File: config.mk
export PLATFORM = sky130hd
export DESIGN_NAME = pipe_ctrl_top
export DESIGN_NICKNAME = d
export VERILOG_FILES = /design/src/common/pipe_ctrl_pkg.sv /design/src/insn_queue.sv /design/src/hazard/hazard_unit.sv /design/src/hazard/trap_select.sv /design/src/pipe_ctrl_top.sv
export SDC_FILE = /design/constraint.sdc
export NUM_CORES = 1
export LEC_CHECK = 0
export ABC_AREA = 1
export BUFFER_PORTS_ARGS = -buffer_cell sky130_fd_sc_hd__buf_2
export CAP_MARGIN = 20
export CORE_ASPECT_RATIO = 0.6
export CORE_MARGIN = 8
export CORE_UTILIZATION = 33
export CTS_CLUSTER_DIAMETER = 200
export DETAILED_ROUTE_END_ITERATION = 16
export SETUP_SLACK_MARGIN = 0.4
export SYNTH_ARGS = -nofsm -noshare
export SYNTH_HDL_FRONTEND = slang
export SYNTH_HIERARCHICAL = 1
export SYNTH_SLANG_ARGS = --single-unit
File: constraint.sdc
create_clock -name CLK -period 3.7 [get_ports CLK]
set_input_delay 0.74 -clock CLK [delete_from_list [all_inputs] [get_ports CLK]]
set_output_delay 0.74 -clock CLK [all_outputs]
set_load 0.01 [all_outputs]
File: src/common/pipe_ctrl_pkg.sv
`default_nettype none

package pipe_ctrl_pkg;

    typedef logic [31:0] word_t;    // address or instruction word
    typedef logic [4:0]  reg_idx_t; // x0..x31 / v0..v31
    typedef logic [7:0]  velem_t;   // element number inside a vector micro-op

    // vsetvl serialization
    typedef enum logic {
        VSET_IDLE = 1'b0,
        VSET_WAIT = 1'b1 // vsetvl in flight, decode held until it executes
    } vset_state_t;

    // one decode queue entry
    typedef struct packed {
        word_t pc;
        word_t insn;
    } fetch_pkt_t;

    typedef struct packed {
        reg_idx_t rs1_e;
        reg_idx_t rs2_e;
        reg_idx_t rd_m;
        logic     reg_write; // mem stage writes rd_m
        logic     dren;
        logic     dwen;
        logic     csr_read;  // csr result only known in mem
    } scalar_hz_t;

    typedef struct packed {
        reg_idx_t vd;
        reg_idx_t vs1;
        reg_idx_t vs2;
        reg_idx_t vd_ex;
        logic     vregwen;
        logic     vs1_used;
        logic     vs2_used;
        logic     vd_used;
        logic     ex_mask_dep; // execute reads v0 as mask
        logic     vbusy;
    } vec_hz_t;

    typedef struct packed {
        logic iren;
        logic i_mem_busy;
        logic rv32c_ready;
        logic d_mem_busy;
        logic ex_busy;
        logic fence_stall;
        logic serializer_stall;
        logic coalescer_stall;
        logic halt;
        logic jump;
        logic branch;
        logic mispredict;
        logic ifence;
        logic not_interruptible;
    } stage_status_t;

    // synchronous fault sources, in cause order
    typedef struct packed {
        logic fault_insn;
        logic mal_insn;
        logic illegal_insn;
        logic fault_l;
        logic mal_l;
        logic fault_s;
        logic mal_s;
        logic breakpoint;
        logic env;
        logic wfi;
    } fault_t;

    typedef struct packed {
        word_t  pc_f;
        word_t  pc_decode;
        word_t  pc_e;
        word_t  pc_m;
        logic   valid_decode;
        logic   valid_e;
        logic   valid_m;
        logic   vvalid_e;
        velem_t velem_num_e;
        velem_t velem_num_m;
        logic   vmem_last_elem;
        logic   vuop_last;
        logic   keep_vstart_e;
        logic   keep_vstart_m;
    } pc_track_t;

    typedef struct packed {
        logic  intr;
        logic  ret;
        logic  insert_pc;
        word_t priv_pc;
        logic  prot_fault_l;
        logic  prot_fault_s;
    } prv_in_t;

    typedef struct packed {
        logic  pc_en;
        logic  npc_sel;
        logic  if_ex_flush;
        logic  if_ex_stall;
        logic  flush_queue;
        logic  stall_queue;
        logic  stall_decode;
        logic  flush_decode;
        logic  ex_mem_flush;
        logic  ex_mem_stall;
        logic  mem_use_stall;
        logic  vmem_use_stall;
        logic  vmask_calc_stall;
        logic  suppress_iren;
        logic  suppress_data;
        logic  rollback;
        logic  insert_priv_pc;
        word_t priv_pc;
    } stage_ctrl_t;

    typedef struct packed {
        fault_t fault;      // protection faults already merged in
        word_t  epc;
        word_t  badaddr;
        velem_t velem_num;
        logic   set_vstart;
        logic   vuop_last;
        logic   pipe_clear;
        logic   wb_enable;
        logic   ret;
    } trap_req_t;

endpackage

`default_nettype wire

File: src/insn_queue.sv
`timescale 1ns/1ps
`default_nettype none

module insn_queue #(
    parameter int QUEUE_DEPTH = 4
) (
    input  logic                      CLK,
    input  logic                      nRST,
    input  logic                      push,
    input  pipe_ctrl_pkg::fetch_pkt_t wdata,
    input  logic                      pop,
    input  logic                      flush,
    output pipe_ctrl_pkg::fetch_pkt_t rdata,
    output logic                      empty,
    output logic                      full,
    output logic                      accepted_push
);

    localparam int PTR_W = $clog2(QUEUE_DEPTH);
    localparam int CNT_W = $clog2(QUEUE_DEPTH + 1);

    typedef logic [PTR_W-1:0] ptr_t;
    typedef logic [CNT_W-1:0] cnt_t;

    pipe_ctrl_pkg::fetch_pkt_t mem [QUEUE_DEPTH];

    ptr_t rd_ptr, wr_ptr;
    cnt_t count;
    logic do_pop;

    assign empty         = (count == '0);
    assign full          = (count == cnt_t'(QUEUE_DEPTH));
    assign accepted_push = push && !full; // full queue drops the packet
    assign do_pop        = pop && !empty;
    assign rdata         = mem[rd_ptr]; // head, valid when not empty

    // pointer step with wrap, depth need not be a power of two
    function automatic ptr_t next_ptr(input ptr_t p);
        if (p == ptr_t'(QUEUE_DEPTH - 1))
            return '0;
        return p + ptr_t'(1);
    endfunction

    always_ff @(posedge CLK, negedge nRST) begin
        if (!nRST) begin
            rd_ptr <= '0;
            wr_ptr <= '0;
            count  <= '0;
        end else if (flush) begin // redirect drops everything in flight
            rd_ptr <= '0;
            wr_ptr <= '0;
            count  <= '0;
        end else begin
            if (accepted_push)
                wr_ptr <= next_ptr(wr_ptr);
            if (do_pop)
                rd_ptr <= next_ptr(rd_ptr);
            if (accepted_push && !do_pop)
                count <= count + cnt_t'(1);
            else if (do_pop && !accepted_push)
                count <= count - cnt_t'(1);
        end
    end

    // storage only, entries are dead until the count covers them
    always_ff @(posedge CLK) begin
        if (accepted_push && !flush)
            mem[wr_ptr] <= wdata;
    end

endmodule

`default_nettype wire

File: src/hazard/hazard_unit.sv
`timescale 1ns/1ps
`default_nettype none

module hazard_unit (
    input  logic                         CLK,
    input  logic                         nRST,
    input  pipe_ctrl_pkg::scalar_hz_t    scalar,
    input  pipe_ctrl_pkg::vec_hz_t       vec,
    input  pipe_ctrl_pkg::stage_status_t status,
    input  pipe_ctrl_pkg::prv_in_t       prv,
    input  logic                         exception,  // from trap select
    input  logic                         intr_taken,
    input  logic                         full,       // decode queue
    input  logic                         accepted_push,
    input  logic                         empty,
    input  logic                         vsetvl_dec,
    input  logic                         vsetvl_ex,
    output pipe_ctrl_pkg::stage_ctrl_t   ctrl,
    output logic                         dmem_wait,
    output logic                         pop
);

    logic rs1_match, rs2_match;
    logic cannot_forward;
    logic dmem_access;
    logic branch_jump;
    logic wait_for_imem;
    logic ex_flush_hazard;
    logic mem_use_stall;
    logic vex_stall;
    logic ex_mem_stall;
    logic stall_queue;
    logic flush_queue;
    logic stall_decode;
    logic if_ex_stall;
    logic suppress_iren;

    pipe_ctrl_pkg::vset_state_t vset_state, vset_next;

    // scalar load/csr use: result only exists after mem, no forwarding path
    assign rs1_match      = (scalar.rs1_e == scalar.rd_m) && (scalar.rd_m != '0);
    assign rs2_match      = (scalar.rs2_e == scalar.rd_m) && (scalar.rd_m != '0);
    assign cannot_forward = scalar.dren || scalar.csr_read;
    assign mem_use_stall  = scalar.reg_write && cannot_forward && (rs1_match || rs2_match);

    // vector dependency against the op in execute, checked in order
    always_comb begin
        vex_stall = 1'b0;
        if (vec.vregwen) begin
            if (vec.vd == vec.vs1 && vec.vs1_used)
                vex_stall = 1'b1;
            else if (vec.vd == vec.vs2 && vec.vs2_used)
                vex_stall = 1'b1;
            else if (vec.ex_mask_dep && vec.vd == '0) // v0 is the mask register
                vex_stall = 1'b1;
            else if (vec.vd == vec.vd_ex && vec.vd_used)
                vex_stall = 1'b1;
        end
    end

    assign dmem_access = scalar.dren || scalar.dwen;
    assign branch_jump = status.jump || (status.branch && status.mispredict);

    // trap, return and ifence all drain the front of the pipe
    // an interrupt waits for the mem access and for an interruptible op
    assign ex_flush_hazard = ((intr_taken || exception) && !dmem_wait
                              && !status.not_interruptible)
                           || exception
                           || prv.ret
                           || (status.ifence && !status.fence_stall);

    // no fetch request when a redirect is about to happen
    assign suppress_iren = branch_jump || ex_flush_hazard || prv.ret || prv.insert_pc;
    // compressed insn already complete, imem latency does not matter
    assign wait_for_imem = status.iren && status.i_mem_busy && !suppress_iren
                        && !status.rv32c_ready;
    assign dmem_wait     = dmem_access && status.d_mem_busy && !exception;

    // mem stage waiting holds everything behind it
    assign ex_mem_stall = dmem_wait
                       || status.fence_stall
                       || status.serializer_stall
                       || status.coalescer_stall
                       || status.halt;

    assign stall_queue = ex_mem_stall
                      || (status.ex_busy && !ex_flush_hazard && !branch_jump) // redirect wins
                      || mem_use_stall
                      || status.fence_stall
                      || vex_stall;

    assign flush_queue  = ex_flush_hazard || branch_jump;
    assign stall_decode = (full && !flush_queue) || (vset_state == pipe_ctrl_pkg::VSET_WAIT);
    assign if_ex_stall  = stall_decode || status.fence_stall || (vec.vbusy && !flush_queue);

    // queue head moves on to execute only when decode is free
    assign pop = !empty && !stall_decode && !if_ex_stall;

    // vsetvl must reach execute before younger insns are decoded
    always_comb begin
        vset_next = vset_state;
        if (flush_queue) // decode flush
            vset_next = pipe_ctrl_pkg::VSET_IDLE;
        else if (vsetvl_ex)
            vset_next = pipe_ctrl_pkg::VSET_IDLE;
        else if (accepted_push && vsetvl_dec)
            vset_next = pipe_ctrl_pkg::VSET_WAIT;
    end

    always_ff @(posedge CLK, negedge nRST) begin
        if (!nRST)
            vset_state <= pipe_ctrl_pkg::VSET_IDLE;
        else
            vset_state <= vset_next;
    end

    // pc holds on any stall behind fetch unless a redirect forces it
    assign ctrl.pc_en = (!if_ex_stall && !stall_queue && !wait_for_imem)
                     || branch_jump
                     || prv.insert_pc
                     || prv.ret;
    assign ctrl.npc_sel       = branch_jump;
    assign ctrl.if_ex_flush   = branch_jump || ex_flush_hazard || wait_for_imem; // bubble on slow fetch
    assign ctrl.if_ex_stall   = if_ex_stall;
    assign ctrl.flush_queue   = flush_queue;
    assign ctrl.stall_queue   = stall_queue;
    assign ctrl.stall_decode  = stall_decode;
    assign ctrl.flush_decode  = flush_queue;
    // bubble into mem for redirects and dependencies, never while mem holds
    assign ctrl.ex_mem_flush  = (ex_flush_hazard || branch_jump || stall_queue || vex_stall)
                             && !ex_mem_stall;
    assign ctrl.ex_mem_stall  = ex_mem_stall;
    assign ctrl.mem_use_stall = mem_use_stall;
    assign ctrl.vmem_use_stall   = vex_stall;
    assign ctrl.vmask_calc_stall = ex_mem_stall || mem_use_stall || status.fence_stall
                                || vex_stall;
    assign ctrl.suppress_iren  = suppress_iren;
    assign ctrl.suppress_data  = exception; // keep a faulting access off the bus
    assign ctrl.rollback       = status.ifence && !status.fence_stall; // refetch after ifence
    assign ctrl.insert_priv_pc = prv.insert_pc;
    assign ctrl.priv_pc        = prv.priv_pc;

endmodule

`default_nettype wire

File: src/hazard/trap_select.sv
`timescale 1ns/1ps
`default_nettype none

module trap_select (
    input  pipe_ctrl_pkg::fault_t    faults,
    input  pipe_ctrl_pkg::prv_in_t   prv,
    input  pipe_ctrl_pkg::pc_track_t pcs,
    input  pipe_ctrl_pkg::word_t     badaddr,
    input  logic                     dmem_wait,  // from hazard unit
    input  logic                     if_ex_stall,
    input  logic                     jump,
    input  logic                     branch,
    input  logic                     not_interruptible,
    output logic                     exception,
    output logic                     intr_taken,
    output pipe_ctrl_pkg::trap_req_t trap
);

    logic take_m;     // report the mem stage insn
    logic vstart_sel; // vstart update for the chosen stage

    assign exception  = (|faults) || prv.prot_fault_l || prv.prot_fault_s;
    assign intr_taken = prv.intr && !exception; // a fault always goes first

    // interrupt lets the current element finish, so on the last element
    // of a micro-op the mem insn is done and execute is the restart point
    assign take_m = pcs.valid_m && (!intr_taken || !pcs.vmem_last_elem);

    always_comb begin
        if (take_m)
            trap.epc = pcs.pc_m;
        else if (pcs.valid_e)
            trap.epc = pcs.pc_e;
        else if (pcs.valid_decode)
            trap.epc = pcs.pc_decode;
        else
            trap.epc = pcs.pc_f; // nothing valid behind fetch
    end

    always_comb begin
        vstart_sel = 1'b0;
        if (take_m)
            vstart_sel = !pcs.keep_vstart_m && !dmem_wait;
        else if (pcs.vvalid_e)
            vstart_sel = !pcs.keep_vstart_e;
    end

    assign trap.velem_num = pcs.vuop_last ? '0 :
                            take_m        ? pcs.velem_num_m : pcs.velem_num_e;

    // only update vstart when something is actually trapping
    assign trap.set_vstart = pcs.vuop_last
                          || ((exception || (prv.intr && !not_interruptible)) && vstart_sel);

    // fault vector, protection faults folded into load/store faults
    always_comb begin
        trap.fault         = faults;
        trap.fault.fault_l = faults.fault_l || prv.prot_fault_l;
        trap.fault.fault_s = faults.fault_s || prv.prot_fault_s;
    end

    assign trap.badaddr    = badaddr;
    assign trap.vuop_last  = pcs.vuop_last;
    assign trap.pipe_clear = !dmem_wait && !not_interruptible;
    assign trap.wb_enable  = !if_ex_stall || jump || branch; // insn retires this cycle
    assign trap.ret        = prv.ret;

endmodule

`default_nettype wire

File: src/pipe_ctrl_top.sv
`timescale 1ns/1ps
`default_nettype none

module pipe_ctrl_top #(
    parameter int QUEUE_DEPTH = 4
) (
    input  logic                         CLK,
    input  logic                         nRST,
    input  pipe_ctrl_pkg::scalar_hz_t    scalar,
    input  pipe_ctrl_pkg::vec_hz_t       vec,
    input  pipe_ctrl_pkg::stage_status_t status,
    input  pipe_ctrl_pkg::fault_t        faults,
    input  pipe_ctrl_pkg::pc_track_t     pcs,
    input  pipe_ctrl_pkg::word_t         badaddr,
    input  logic                         vsetvl_dec, // vsetvl in decode
    input  logic                         vsetvl_ex,  // vsetvl reached execute
    input  pipe_ctrl_pkg::prv_in_t       prv,
    input  logic                         push,       // fetch packet valid
    input  pipe_ctrl_pkg::fetch_pkt_t    fetch_pkt,
    output pipe_ctrl_pkg::stage_ctrl_t   ctrl,
    output pipe_ctrl_pkg::trap_req_t     trap,
    output logic                         intr_taken,
    output pipe_ctrl_pkg::fetch_pkt_t    head,
    output logic                         head_valid
);

    logic exception;
    logic dmem_wait;
    logic full, empty;
    logic accepted_push;
    logic pop;

    assign head_valid = !empty;

    insn_queue #(.QUEUE_DEPTH(QUEUE_DEPTH)) queue0 (
        .CLK, .nRST,
        .push, .wdata(fetch_pkt),
        .pop, .flush(ctrl.flush_queue),
        .rdata(head), .empty, .full, .accepted_push
    );

    hazard_unit hazard0 (
        .CLK, .nRST,
        .scalar, .vec, .status, .prv,
        .exception, .intr_taken,
        .full, .accepted_push, .empty,
        .vsetvl_dec, .vsetvl_ex,
        .ctrl, .dmem_wait, .pop
    );

    trap_select trap0 (
        .faults, .prv, .pcs, .badaddr,
        .dmem_wait, .if_ex_stall(ctrl.if_ex_stall),
        .jump(status.jump), .branch(status.branch),
        .not_interruptible(status.not_interruptible),
        .exception, .intr_taken, .trap
    );

endmodule

`default_nettype wire

==> results by group <==
Synthesis
  – Gate Count Post-Synth: 1,212
  – Synth Area in XOR/XNOR: 0.00205
  – EDFF count, synth: 256
  – Main combinational cell family by area after synthesis: simple AND/OR/NAND/NOR gates
  – Seq/Total Area, Yosys: 0.615
  – Number of library cell types mapped by synthesis: 40
  – Post-synth top area cell: edfxtp_1
  – Compound-gate portion of the synthesized area: 0.109
  – Net count after synthesis: 1,577
  – Yosys Warn Count: 6
  – Synth area leaders: edfxtp_1, nand2_1, buf_4, nor2_1, o21ai_0
  – Synth async-reset ratio: 0.0303
  – Post-synthesis adder-cell area fraction: 0.00644
  – Synth Register Bits: 264
  – Prevailing post-synth register cell: edfxtp_1
  – Yosys top cell area share: 0.600
  – Netlist Area Pre-Place: 12,800 um2
  – Synth Area per Inst: 10.6 um2
  – Post-Synth Simple-Gate Area: 0.139
  – Mux contribution to synthesized area: 0.0250

Global routing
  – Vias in the first global route: 9,818
  – Largest net degree at the start of global routing: 131
  – Global route overflow: 0
  – Total GRT Usage: 0.213
  – First-pass GRT wire length: 71.7 mm
  – Initial antenna violation count: 15

Floorplanning
  – Starting Density: 0.331
  – Row count: 56
  – Core area: 38,700 um2
  – Die height: 169 um
  – Die area: 45,600 um2
  – IO Count: 561
  – Die Width: 270 um

Final layout
  – Area delta synth->final: 23.1%
  – Non-Filler Instances: 2,087
  – Final #Nets: 1,910
  – Share of layout cells above drive strength 1: 0.347

Clock network
  – Clock sinks: 264
  – CTS Buffer Depth: 3
  – Htree depth: 1
  – CTS tree: done
  – Worst-skew pair later-pin latency: 0.55 ns
  – Hold Buf Count CTS: 0
  – Clk root buf: clkbuf_16
  – Total CTS buffers: 26
  – Reg clk slew, reported paths: 0.06 ns

Power and ir drop
  – Power Density: 399 nW/um2
  – Pwr Total: 0.00629 W
  – Max rail drop VDD: 376 uV
  – Lkg Pwr: 6.62 nW

Place
  – Port Buffer Count: 432
  – DP HPWL: 39.8 mm
  – Placed cell count: 2,036
  – Pre-CTS WS: 0.220 ns
  – GP Congestion: 0.950

Timing
  – Fmax achieved: 312 MHz
  – Worst clock skew: 0.0120 ns
  – Setup repair after global routing missed its margin: false
  – Worst-margin pin slew: 0.781 ns
  – Slew headroom: 0.479
  – Crit share post-route: 0.867
  – Slew Limit Fails: 0
  – Setup total negative slack: 0 ns
  – Fin. Hold Viols: 0
  – Fin worst setup slack: 0.492 ns
  – Tmin final: 3.21 ns
  – WHS: 0.0480 ns
  – Final setup vio count: 0

Worst setup path
  – Worst EP required: 2.96 ns
  – Most Frequent Cell on Critical Path: nor2_4
  – Critical path class: primary input to output pin
  – Worst Path Max Fanout: 8
  – Critical path arrival: 2.47 ns
  – Slowest-stage cell, CP: or2_4
  – CP max stage delay: 0.24 ns
  – Worst path buffer plus inverter count: 3
  – CP endpoint kind: output pin
  – Critical path, cell by cell: buf_2, nor2_4, nand2_1, nor2_4, nand2_4, nor2_4, nand2_2, nor2_4, buf_6, nand2_8, or2_4, nor2_2, nor2_1, nand3_1, nand2_1, buf_2
  – Crit start category: primary input
  – Crit-path leading delay family: simple AND/OR/NAND/NOR gates

Drt
  – Vias per cell: 4.87
  – Drt first pass iters: 5
  – Post-Route WL: 51.7 mm
  – Initial DRC Count: 771
  – Detail Route Antenna Nets: 0
  – DRC: 0
  – Via count: 10,157
  – Wire per inst: 24.8 um

Job
  – Max-cap violations: 0

Worst hold path
  – Hold crit path type: primary input to asynchronous set/reset pin

Status
  – Status: complete, no violations
-- metal layers --
layer / track usage / share of wire
met5: 0.0175 / 0.0022
met4: 0.0692 / 0.044
met3: 0.0669 / 0.079
met2: 0.369 / 0.48
met1: 0.250 / 0.39
-- kinds of logic (layout without fill, tap and decap cells) --
kind of cell,Yosys count,count (layout)
and+or+nand+nor,436,436
DFF,264,264
AOI/OAI and AO/OA,256,256
buffers and inverters,215,565
muxes,32,32
adders and majority gates,6,6
xor gates and xnor gates,3,3
other,0,3
-- metrics by stage --
step                instance area (um2)   util
floorplan                         12900      -
global placement                  14900  0.384
detailed placement                14900  0.384
CTS                               15700  0.405
global route                      15800  0.408
finish                            15800  0.408
-- Yosys cell counts, drive strengths merged (2+ instances only) --
master and number:
mux2i 32, o21bai 8, inv 66, nand2 220, ha 5, o21ai 174, o211ai 2, dfrtp 8
nor2 182, o22ai 64, buf 128, xnor2 3, nand4 5, nand3 22, nor3 3, a21oi 6
clkbuf 20, edfxtp 256, or2 2
-- worst paths after layout --
| path | slack (ns) | cells past startpoint | endpoint | from |
|---|---|---|---|---|
| max reg2reg | 1.39 | 14 | queue0/count[2] | queue0/count[2] |
| min reg2reg | 0.57 | 2 | queue0/count[1] | queue0/count[1] |
| max in group asynchronous | 3.45 | 1 | queue0/rd_ptr[0] | nRST |
| min in group CLK | 0.40 | 2 | hazard0/vset_state | vsetvl_ex |
| max | 0.49 | 16 | ctrl[48] | prv[0] |
| min | 0.05 | 1 | hazard0/vset_state | nRST |
-- state kept, by name (all words and copies together) (netlist names) --
register            count
hazard0/vset_state      1
queue0/mem            256
queue0/count            3
queue0/wr_ptr           2
queue0/rd_ptr           2
-- timing repair --
action                                  in CTS  in global routing
endpoints found under the setup margin       1                  2
gates resized for setup                      2                 17
setup buffers                                0                  3
pin swaps                                    0                  7
-- where the power goes --
| group | switching (W) | internal [W] | leakage, nW |
|---|---|---|---|
| combinational | 0.000340 | 0.000221 | 3.83 |
| clock | 0.00108 | 0.00137 | 0.383 |
| sequential | 0.00000000390 | 0.00328 | 2.41 |
-- cell type report --
type                       count  area (um2)
fill                        3816       22900
sequential                   264        7890
multi-input combinational    733        3750
timing repair buffer         453        2430
clock buffer                  32         673
tap                          522         653
inverter                      67         256
clock inverter                13         116
antenna                        3        7.51
-- cells in the final DEF (no fill, tap or decap), types with 18 or more instances in the layout --
cell type,count
buf_2,431
edfxtp_1,256
nand2_1,211
nor2_1,160
o21ai_0,111
o22ai_1,64
o21ai_1,62
inv_1,57
mux2i_1,32
clkbuf_16,26
nand3_1,18
No activity file was read; power rests on OpenSTA's default activity.
